File: src/design/xpose_pkg.sv
package xpose_pkg;

    // width of one real or imaginary part
    localparam int unsigned SAMPLE_W = 16;

    // bank address width, 32 entries per bank
    localparam int unsigned ADDR_W = 5;

    // grid is N_LANE rows by N_LANE columns
    localparam int unsigned N_LANE = 4;

    // row or column select width
    localparam int unsigned IDX_W = $clog2(N_LANE);

    // one real or imaginary value
    typedef logic [SAMPLE_W-1:0] sample_t;

    // four samples, lane 0 in the low bits
    typedef logic [N_LANE*SAMPLE_W-1:0] lane_vec_t;

    // bank address
    typedef logic [ADDR_W-1:0] addr_t;

    // row or column index
    typedef logic [IDX_W-1:0] idx_t;

    // command opcodes
    // code 2'd3 is not assigned and decodes as no operation
    typedef enum logic [1:0] {
        CMD_WR_ROW = 2'd0,
        CMD_RD_ROW = 2'd1,
        CMD_RD_COL = 2'd2
    } cmd_op_e;

endpackage

File: src/design/xpose_cmd_decode.sv
`timescale 1ns/10ps

module xpose_cmd_decode import xpose_pkg::*; (
    input  logic                clk_i,
    input  logic                rst_n_i,
    // command side
    input  logic                cmd_valid_i,
    input  cmd_op_e             cmd_op_i,
    input  idx_t                cmd_idx_i,
    input  addr_t               cmd_addr_i,
    input  lane_vec_t           cmd_re_i,
    input  lane_vec_t           cmd_im_i,
    output logic                cmd_ready_o,
    // credit handshake with the return side
    input  logic                credit_ok_i,
    output logic                rd_issue_o,
    // registered strobes to the bank grid
    output logic [N_LANE-1:0]   wr_row_en_o,
    output logic                rd_en_o,
    output logic                rd_col_o,
    output idx_t                rd_idx_o,
    output addr_t               addr_o,
    output lane_vec_t           wr_re_o,
    output lane_vec_t           wr_im_o
);

    logic accept;
    logic is_wr;
    logic is_rd;

    // no credit means no command at all
    // writes wait too so they stay ordered behind the stalled reads
    assign cmd_ready_o = credit_ok_i;
    assign accept      = cmd_valid_i & cmd_ready_o;

    // opcode class
    always_comb begin
        is_wr = 1'b0;
        is_rd = 1'b0;
        case (cmd_op_i)
            CMD_WR_ROW: begin
                is_wr = 1'b1;
            end
            CMD_RD_ROW,
            CMD_RD_COL: begin
                is_rd = 1'b1;
            end
            default: begin
                // unused code, nothing happens
            end
        endcase
    end

    // spend the credit in the acceptance cycle
    assign rd_issue_o = accept & is_rd;

    // strobes, one cycle after acceptance
    always_ff @(posedge clk_i or negedge rst_n_i) begin
        if (!rst_n_i) begin
            wr_row_en_o <= '0;
            rd_en_o     <= 1'b0;
        end else begin
            // one-hot row select for a row write
            wr_row_en_o <= '0;
            if (accept && is_wr) begin
                wr_row_en_o[cmd_idx_i] <= 1'b1;
            end
            rd_en_o <= accept & is_rd;
        end
    end

    // address, mode and index follow any accepted command
    always_ff @(posedge clk_i) begin
        if (accept) begin
            addr_o   <= cmd_addr_i;
            rd_idx_o <= cmd_idx_i;
            rd_col_o <= (cmd_op_i == CMD_RD_COL);
        end
    end

    // write lanes only change on a write
    always_ff @(posedge clk_i) begin
        if (accept && is_wr) begin
            wr_re_o <= cmd_re_i;
            wr_im_o <= cmd_im_i;
        end
    end

endmodule

File: config.mk
export PLATFORM = sky130hd
export DESIGN_NAME = xpose_cmd_decode
export DESIGN_NICKNAME = d
export VERILOG_FILES = /design/src/design/xpose_pkg.sv /design/src/design/xpose_cmd_decode.sv
export SDC_FILE = /design/constraint.sdc
export NUM_CORES = 1
export LEC_CHECK = 0
export ABC_CLOCK_PERIOD_IN_PS = 1500
export BUFFER_PORTS_ARGS = -buffer_cell sky130_fd_sc_hd__buf_2
export CORE_AREA = 2 2 112 114
export CTS_CLUSTER_SIZE = 14
export DETAILED_ROUTE_END_ITERATION = 8
export DIE_AREA = 0 0 114 116
export GPL_TIMING_DRIVEN = 0
export PLACE_DENSITY = 0.7
export SLEW_MARGIN = 20
export SYNTH_ARGS = -nofsm -noshare
export SYNTH_HDL_FRONTEND = slang
export SYNTH_SLANG_ARGS = --single-unit
File: constraint.sdc
create_clock -name clk_i -period 1.5 [get_ports clk_i]
set_input_delay 0.375 -clock clk_i [delete_from_list [all_inputs] [get_ports clk_i]]
set_output_delay 0.375 -clock clk_i [all_outputs]
set_load 0.005 [all_outputs]
==> summary.txt, run 1 <==
Cells and area
  – Antenna diodes: 0
  – Non-Filler Instances: 621
  – Layout cells sized above 1: 67.5%
  – Fin nets: 606
  – Fin area: 0.00662 mm²
  – Area Growth Syn to Fin: 53.7%
  – Fillers: 974
  – Finished Core Util: 55.5%

Die
  – Initial Util: 36.1%
  – I/O pins: 284
  – Die width: 114 µm
  – Core ar.: 0.0119 mm²
  – FP Rows: 40
  – Die ar.: 0.0132 mm²
  – Die height: 116 µm

Setup path
  – Setup CP Type: in -> out
  – Crit. End Element: output port
  – WP data required: 1.12 ns
  – CP Data Arrival Time: 1.08 ns
  – Crit-path max FO: 2
  – Setup crit start: cmd_op_i[1]
  – Startpoint Class: primary input

Global route
  – GRT overflow: 0
  – First-pass GRT wire length: 13800 µm
  – Vias in the first global route: 2682
  – Maximum number of pins on one net before global-route repair: 39
  – Initial antenna violation count: 0
  – GRT Overall Usage: 14.8%

Power and ir drop
  – Total power: 8.70 mW
  – Pleak: 2.80 nW
  – VDD IR-drop max: 0.000901 V
  – PD cells: 1310 mW/mm²

Route
  – Drt initial violations: 198
  – Post-route ant nets: 0
  – Vias: 2700
  – DRC: 0
  – TritonRoute pass-1 iters: 4
  – Vias per Instance: 4.35
  – Routed length per instance: 16.5 µm
  – Total routed wirelength: 10200 µm

Clock network
  – CTS tree: built
  – Root buf cell: clkbuf_16
  – Num CTS Buffers: 17
  – Clk slew on worst S/H paths: 0.06 ns
  – Maximum buffer depth of the clock tree: 2
  – Htree depth: 4
  – Clock Sinks: 141

Logic synthesis
  – Yosys warnings: 0
  – Largest cells by area after synthesis: edfxtp_1 95%, dfrtp_1 2.9%, ha_1 0.58%
  – Cell variety after synth: 11
  – Seq/Total Area, Yosys: 97.8%
  – Synth area leader: edfxtp_1
  – Post-Syn Area per Cell: 27.9 µm²
  – Post-synth top area share: 94.9%
  – Synthesized instance count: 154
  – Synthesized area: 0.00430 mm²
  – Flop and latch count out of synthesis: 141
  – Post-Synthesis Net Count: 297

Worst hold path
  – Hold Crit Class: in -> reg
  – Hold_sp: cmd_im_i[53]
  – Hold Path Sink: wr_im_o[53]
  – WHS Path Cells: 1

STA
  – Final setup margin: 0.0420 ns
  – RSZ-0062 raised after global routing: no
  – Minimum hold slack: 0.143 ns
  – Final Hold Viols: 0
  – Achievable Freq: 686 MHz
  – Setup violators final: 0
  – Worst Tran Pin Value: 0.207 ns
  – Final worst path period share: 97.2%
  – Setup TNS: 0 ns
  – Max-slew violation count: 0
  – Crit path time final: 1.46 ns
  – Worst slew margin relative to its limit: 86.2%

Place
  – DP Wirelength: 7750 µm
  – Dpl cells: 588
  – GP Congestion: 0.741
  – Placed inst area: 0.00603 mm²
  – Place WS: -0.514 ns
  – Buffers on Ports: 283

Outcome
  – Status: finished clean

Job
  – Maximum Capacitance Violations: 0
state kept, by name, summed over array words and instances (netlist names):
register and cells:
addr_o 5, wr_im_o 64, rd_idx_o 2, wr_row_en_o 4, rd_col_o 1, wr_re_o 64, rd_en_o 1
worst max path at each step:
| stage | end | slack, ns | cells after the start |
|---|---|---|---|
| finish | rd_issue_o | 0.04 | 5 |
| global route | rd_issue_o | 0.01 | 5 |
| CTS | rd_issue_o | 0.03 | 5 |
| detailed placement | wr_im_o[41] | -0.51 | 8 |
| global placement | wr_re_o[7] | -2.30 | 5 |
| floorplan | wr_im_o[0] | -1.39 | 4 |
cells by family (layout without fill, tap and decap cells):
family	Yosys count	after routing	share of synthesized area, %
buf+inv	4	324	0.436
simple gates	7	7	1.19
fa+ha+maj	2	2	0.581
flops	141	141	97.8
Yosys cell counts:
library cell and instances:
edfxtp_1 136, dfrtp_1 5, inv_1 3, ha_1 2, nor3b_1 2, and2_2 1, and3_1 1, and3_2 1
buf_4 1, nand3_2 1, nor3_1 1
report_power, final:
part	internal (mW)	leakage (nW)	switching [mW]
Clock	2.39	0.264	1.41
Combinational	0.233	1.23	0.179
Sequential	4.46	1.31	0.0288
Total	7.08	2.80	1.62
layout make-up:
class | instances | area, µm² | share of cell area, %
sequential | 141 | 4210 | 63.6
timing repair buffer | 290 | 1550 | 23.4
clock buffer | 19 | 433 | 6.54
tap | 147 | 184 | 2.78
clock inverter | 11 | 103 | 1.55
multi-input combinational | 9 | 96.3 | 1.46
inverter | 3 | 35.0 | 0.530
buffer | 1 | 7.51 | 0.113
per-layer routing:
layer	share of wire [%]	vias to the layer above	track usage, %
met5	0	-	0
met1	35	1280	15.4
met4	2.5	0	8.37
met2	52	165	24.4
met3	11	18	7.43
li1	-	1237	-
worst max-delay path, stage by stage:
cell and delay [ns]:
buf_4 0.13, inv_12 0.03, ha_4 0.21, and3_2 0.21, buf_2 0.12
what timing repair did:
item	CTS	global route
hold buffers	1	0
setup endpoints to repair	27	0
endpoints found under the hold margin	5	0
gates resized for setup	1	0
setup buffers	1	0
layout by cell type, fill, tap and decap left out, drive strengths merged, types with 2 or more instances in the layout:
master,count
buf,289
edfxtp,136
clkbuf,19
clkinv,9
dfrtp,5
nor3b,2
bufinv,2
inv,2
and3,2
ha,2
Power figures use the tool's default switching activity.
==> run 2: changes to the inputs <==
--- a/config.mk
+++ b/config.mk
@@ -8,6 +8,7 @@
 export ABC_CLOCK_PERIOD_IN_PS = 1500
 export BUFFER_PORTS_ARGS = -buffer_cell sky130_fd_sc_hd__buf_2
 export CORE_AREA = 2 2 112 114
+export CTS_BUF_LIST = sky130_fd_sc_hd__clkbuf_4 sky130_fd_sc_hd__clkbuf_8
 export CTS_CLUSTER_SIZE = 14
 export DETAILED_ROUTE_END_ITERATION = 8
 export DIE_AREA = 0 0 114 116
==> summary.txt, run 2 (synthesis results as in run 1) <==
Outcome
  – Status: finished clean

STA
  – RSZ-0062 raised after global routing: no
  – Crit path time final: 1.46 ns (+0.00138 ns)
  – Minimum hold slack: 0.118 ns (-0.0248 ns)
  – Worst Tran Pin Value: 0.204 ns (-0.00345 ns)
  – Achievable Freq: 685 MHz (about the same)
  – Final worst path period share: 97.3% (about the same)
  – Final Hold Viols: 0 (unchanged)
  – Worst slew margin relative to its limit: 86.4% (+0.23 points)
  – Setup violators final: 0 (unchanged)
  – Max-slew violation count: 0 (unchanged)
  – Setup TNS: 0 ns (unchanged)

Clock network
  – Clk slew on worst S/H paths: 0.07 ns (about the same)
  – Clock Sinks: 141 (unchanged)
  – Maximum buffer depth of the clock tree: 2 (unchanged)
  – Num CTS Buffers: 17 (unchanged)
  – CTS tree: built
  – Root buf cell: clkbuf_8
  – Htree depth: 4 (unchanged)

Route
  – DRC: 0 (unchanged)
  – Drt initial violations: 207 (+4.5%)
  – Vias: 2700 (unchanged)
  – TritonRoute pass-1 iters: 4 (unchanged)
  – Total routed wirelength: 10100 µm (-0.90%)
  – Routed length per instance: 16.3 µm (-1.1%)
  – Post-route ant nets: 0 (unchanged)
  – Vias per Instance: 4.34 (-0.16%)

Cells and area
  – Top flop regs: wr_im_o (64), wr_re_o (64), addr_o (5)
  – Area Growth Syn to Fin: 49.6%
  – Commonest non-fill, non-tap cell in the layout: buf_2
  – Fin area: 0.00644 mm² (-2.7%)
  – Commonest non-fill, non-tap cells in the layout: 282 x buf_2, 136 x edfxtp_1, 17 x clkbuf_8
  – Layout cells sized above 1: 68.0% (+0.49 points)
  – Fin nets: 607 (+0.17%)
  – Antenna diodes: 0 (unchanged)
  – Finished Core Util: 54.1% (-1.5 points)

Setup path
  – Critical path's slowest cell: ha_4
  – Worst path cell trace: buf_4 -> inv_12 -> ha_4 -> and3_2 -> buf_2
  – Crit-path max FO: 2 (unchanged)
  – Startpoint Class: primary input
  – CP Data Arrival Time: 1.08 ns (about the same)
  – Slowest stage delay, CP: 0.21 ns (about the same)
  – WP data required: 1.12 ns (about the same)
  – Setup CP Type: in -> out
  – Crit. End Element: output port

Place
  – Buffers on Ports: 283 (unchanged)
  – GP Congestion: 0.741 (unchanged)
  – Placed inst area: 0.00603 mm² (unchanged)
  – DP Wirelength: 7750 µm (unchanged)

Die
  – FP Rows: 40 (unchanged)
  – Core ar.: 0.0119 mm² (unchanged)
  – Initial Util: 36.1% (unchanged)
  – Die height: 116 µm (unchanged)
  – Die width: 114 µm (unchanged)
  – Die ar.: 0.0132 mm² (unchanged)
  – I/O pins: 284 (unchanged)

Global route
  – Maximum number of pins on one net before global-route repair: 39 (unchanged)
  – GRT overflow: 0 (unchanged)
  – Vias in the first global route: 2647 (-1.3%)
  – First-pass GRT wire length: 13600 µm (-1.4%)
  – Initial antenna violation count: 0 (unchanged)
  – GRT Overall Usage: 14.6% (-0.20 points)

Power and ir drop
  – Pleak: 2.73 nW (-2.7%)
  – VDD IR-drop max: 0.000699 V (-22%)
  – PD cells: 1180 mW/mm² (-9.9%)

Job
  – Maximum Capacitance Violations: 0 (unchanged)

Worst hold path
  – Hold Crit Class: in -> reg
[run 2: cell types whose count changed in the layout (fill, tap and decap cells not counted), sizes merged]
cell	previous run	this run
buf	289	290
[run 2: routing by layer]
| layer | GRT usage (%) | wire, µm |
|---|---|---|
| met2 | 23.8 | 5200 |
| met4 | 9.27 | 266 |
| met3 | 7.22 | 1060 |
| met1 | 15.1 | 3620 |
| met5 | 0 | 0 |
[run 2: worst max-delay path, delay by kind of cell]
kind	cells	cell delay, ns
adder cells (fa/ha/maj)	1	0.21
buffers and inverters	3	0.28
AND/OR/NAND/NOR	1	0.21
[run 2: final timing paths]
| kind | from | to | cells past startpoint |
|---|---|---|---|
| max | cmd_op_i[1] | rd_issue_o | 5 |
| min in group asynchronous | rst_n_i | rd_en_o | 2 |
| max in group asynchronous | rst_n_i | wr_row_en_o[3] | 2 |
| min | cmd_re_i[24] | wr_re_o[24] | 1 |
[run 2: per-stage QoR]
| step | instances | setup WS, ns | power, mW |
|---|---|---|---|
| floorplan | 154 | -1.39 | 4.64 |
| global placement | 584 | -2.30 | 4.96 |
| detailed placement | 588 | -0.514 | 4.98 |
| CTS | 620 | 0.0348 | 7.73 |
| global route | 622 | 0.0101 | 7.91 |
| finish | 622 | 0.0406 | 7.63 |
[run 2: layout make-up]
type / count / area (µm²)
clock buffers: 19 / 249
fillers: 1001 / 5470
repair buffers: 291 / 1560
multi-input cells: 9 / 96.3
well taps: 147 / 184
clock inverters: 11 / 103
flip-flops and latches: 141 / 4210
inverters: 3 / 35.0
plain buffers: 1 / 7.51
[run 2: repair_timing]
item | CTS | global route
hold buffers | 1 | 0
endpoints found under the hold margin | 5 | 0
gates cloned | 1 | 0
endpoints found under the setup margin | 27 | 26
gates resized for setup | 1 | 0
setup buffers | 0 | 2
[run 2: report_power, final]
group,internal [mW],switching [mW]
clock network,1.46,1.28
registers,4.46,0.0285
logic,0.233,0.178
total,6.15,1.48
==> run 3: changes to the inputs <==
--- a/config.mk
+++ b/config.mk
@@ -5,15 +5,15 @@
 export SDC_FILE = /design/constraint.sdc
 export NUM_CORES = 1
 export LEC_CHECK = 0
-export ABC_CLOCK_PERIOD_IN_PS = 1500
+export ABC_CLOCK_PERIOD_IN_PS = 1400
 export BUFFER_PORTS_ARGS = -buffer_cell sky130_fd_sc_hd__buf_2
-export CORE_AREA = 2 2 112 114
+export CORE_AREA = 2 2 110 112
 export CTS_BUF_LIST = sky130_fd_sc_hd__clkbuf_4 sky130_fd_sc_hd__clkbuf_8
 export CTS_CLUSTER_SIZE = 14
 export DETAILED_ROUTE_END_ITERATION = 8
-export DIE_AREA = 0 0 114 116
+export DIE_AREA = 0 0 112 114
 export GPL_TIMING_DRIVEN = 0
-export PLACE_DENSITY = 0.7
+export PLACE_DENSITY = 0.72
 export SLEW_MARGIN = 20
 export SYNTH_ARGS = -nofsm -noshare
 export SYNTH_HDL_FRONTEND = slang
==> constraint.sdc (replaced) <==
create_clock -name clk_i -period 1.4 [get_ports clk_i]
set_input_delay 0.35 -clock clk_i [delete_from_list [all_inputs] [get_ports clk_i]]
set_output_delay 0.35 -clock clk_i [all_outputs]
set_load 0.005 [all_outputs]
==> summary.txt, run 3 (synthesis results as in run 1) <==
Global route
  – GRT Overall Usage: 16.2% (+1.6 points)
  – Maximum number of pins on one net before global-route repair: 40 (+2.6%)
  – Vias in the first global route: 2845 (+7.5%)
  – First-pass GRT wire length: 15000 µm (+10%)
  – GRT overflow: 0 (unchanged)
  – Initial antenna violation count: 0 (unchanged)

Job
  – Maximum Capacitance Violations: 0 (unchanged)

Cells and area
  – Fillers: 961 (-4.0%)
  – Reg area: 0.00421 mm² (unchanged)
  – Commonest non-fill, non-tap cell in the layout: buf_2
  – Fin area: 0.00647 mm² (+0.45%)
  – Area of the multi-input gates: 100 µm² (+3.9%)
  – Layout cells sized above 1: 68.5% (+0.49 points)
  – Commonest non-fill, non-tap cells in the layout: 281 x buf_2, 136 x edfxtp_1, 17 x clkbuf_8
  – Area Growth Syn to Fin: 50.3%
  – Top flop regs: wr_im_o (64), wr_re_o (64), addr_o (5)
  – Antenna diodes: 0 (unchanged)
  – Non-Filler Instances: 623 (+0.16%)
  – Finished Core Util: 55.2% (+1.2 points)
  – Fin nets: 608 (+0.16%)

STA
  – Achievable Freq: 734 MHz
  – Setup violators final: 0 (unchanged)
  – RSZ-0062 raised after global routing: yes
  – Final Hold Viols: 0 (unchanged)
  – Max-slew violation count: 0 (unchanged)
  – Final setup margin: 0.0378 ns (-0.00276 ns)
  – Crit path time final: 1.36 ns
  – Worst slew margin relative to its limit: 70.5% (-16 points)
  – Final worst path period share: 97.3%
  – Worst Tran Pin Value: 0.440 ns (+0.236 ns)

Setup path
  – Critical path's slowest cell: edfxtp_1
  – Setup CP Type: reg -> out
  – Bufs and invs on worst path: 1 (-2)
  – Slowest stage delay, CP: 0.43 ns (+0.22 ns)
  – WP data required: 1.05 ns (-0.07 ns)
  – Startpoint Class: register
  – Worst path cell trace: buf_2
  – Cell family with most CP delay: flip-flops
  – Crit-path max FO: 1 (-1)
  – CP Data Arrival Time: 1.01 ns (-0.07 ns)
  – Crit. End Element: output port

Die
  – Core ar.: 0.0117 mm² (-1.7%)
  – Die ar.: 0.0128 mm² (-3.4%)
  – Die width: 112 µm (-1.8%)
  – I/O pins: 284 (unchanged)
  – FP Rows: 40 (unchanged)
  – Die height: 114 µm (-1.7%)
  – Initial Util: 36.8% (+0.62 points)

Clock network
  – Clk slew on worst S/H paths: 0.07 ns (about the same)
  – Num CTS Buffers: 17 (unchanged)
  – Maximum buffer depth of the clock tree: 2 (unchanged)
  – CTS tree: built
  – Clock Sinks: 141 (unchanged)
  – Root buf cell: clkbuf_8
  – Htree depth: 4 (unchanged)

Place
  – Buffers on Ports: 283 (unchanged)
  – DP Wirelength: 8100 µm (+4.5%)
  – Placed inst area: 0.00604 mm² (+0.25%)
  – GP Congestion: 0.714 (-3.7%)
  – Place WS: -0.682 ns (-0.168 ns)
  – Dpl cells: 588 (unchanged)

Route
  – Post-route ant nets: 0 (unchanged)
  – Vias per Instance: 4.32 (-0.38%)
  – Total routed wirelength: 10500 µm (+3.2%)
  – Vias: 2694 (-0.22%)
  – Routed length per instance: 16.8 µm (+3.0%)
  – DRC: 0 (unchanged)
  – TritonRoute pass-1 iters: 4 (unchanged)
  – Drt initial violations: 111 (-46%)

Worst hold path
  – Hold Path Sink: wr_re_o[37]
  – Hold_sp: cmd_re_i[37]
  – WHS Path Cells: 1 (unchanged)
  – Hold Crit Class: in -> reg

Outcome
  – Status: finished clean

Power and ir drop
  – Pleak: 2.74 nW (+0.45%)
  – PD cells: 1290 mW/mm² (+9.2%)
  – VDD IR-drop max: 0.000658 V (-5.8%)
## run 3: changes by cell type in the layout (fill, tap and decap cells not counted), moves of 2 or more
cell	delta
clkinv_2	+2
clkinv_1	-2
buf_12	-2
buf_16	+2
## run 3: layer usage
metal  up-vias  track usage [%]  wire [µm]
met3        19             6.48        917
met1      1283             17.8       3840
li1       1233                -          -
met5         -                0          0
met2       159             27.1       5480
met4         0             8.54        230
## run 3: timing repair
| action | 4_1_cts | 5_1_grt |
|---|---|---|
| hold buffers | 1 | 0 |
| endpoints found under the hold margin | 5 | 0 |
| resized for setup | 2 | 2 |
| buffers inserted | 0 | 3 |
| endpoints found under the setup margin | 111 | 55 |
| cloned | 1 | 0 |
## run 3: area by class of cell
class,instances,area share [%]
Timing Repair inverter,1,0.0774
Tap cell,147,2.84
Buffer,1,0.116
Clock buffer,19,3.85
Inverter,3,0.542
Multi-Input combinational cell,9,1.55
Clock inverter,11,1.95
Sequential cell,141,65.1
Timing Repair Buffer,291,24.0
## run 3: through the flow
step	setup TNS [ns]	hold slack [ns]	total power [mW]
floorplan	-189.10	0.0544	4.97
global placement	-304.12	0.164	5.31
detailed placement	-70.14	0.168	5.34
CTS	-0.00334	0.0498	8.47
global route	-0.0271	0.0539	8.67
finish	0	0.0909	8.37
## run 3: worst max-delay path by stage
stage                           start     endpoint  slack [ns]  cells after the start
after global routing      wr_im_o[11]  wr_im_o[11]       -0.03                      1
after CTS                 wr_im_o[11]  wr_im_o[11]      -0.003                      1
after global placement    cmd_op_i[1]  wr_im_o[29]       -2.37                      5
after detailed placement  cmd_op_i[1]  wr_im_o[29]       -0.68                      7
final                     wr_im_o[11]  wr_im_o[11]        0.04                      1
after floorplan           cmd_op_i[1]   wr_im_o[0]       -1.47                      4
## run 3: where the power goes
part           switching (mW)  internal, mW  total, mW  leakage [nW]
sequential             0.0326          4.77       4.81          1.31
combinational           0.195         0.251      0.446          1.24
clock                    1.37          1.74       3.11         0.198
total                    1.60          6.77       8.37          2.74
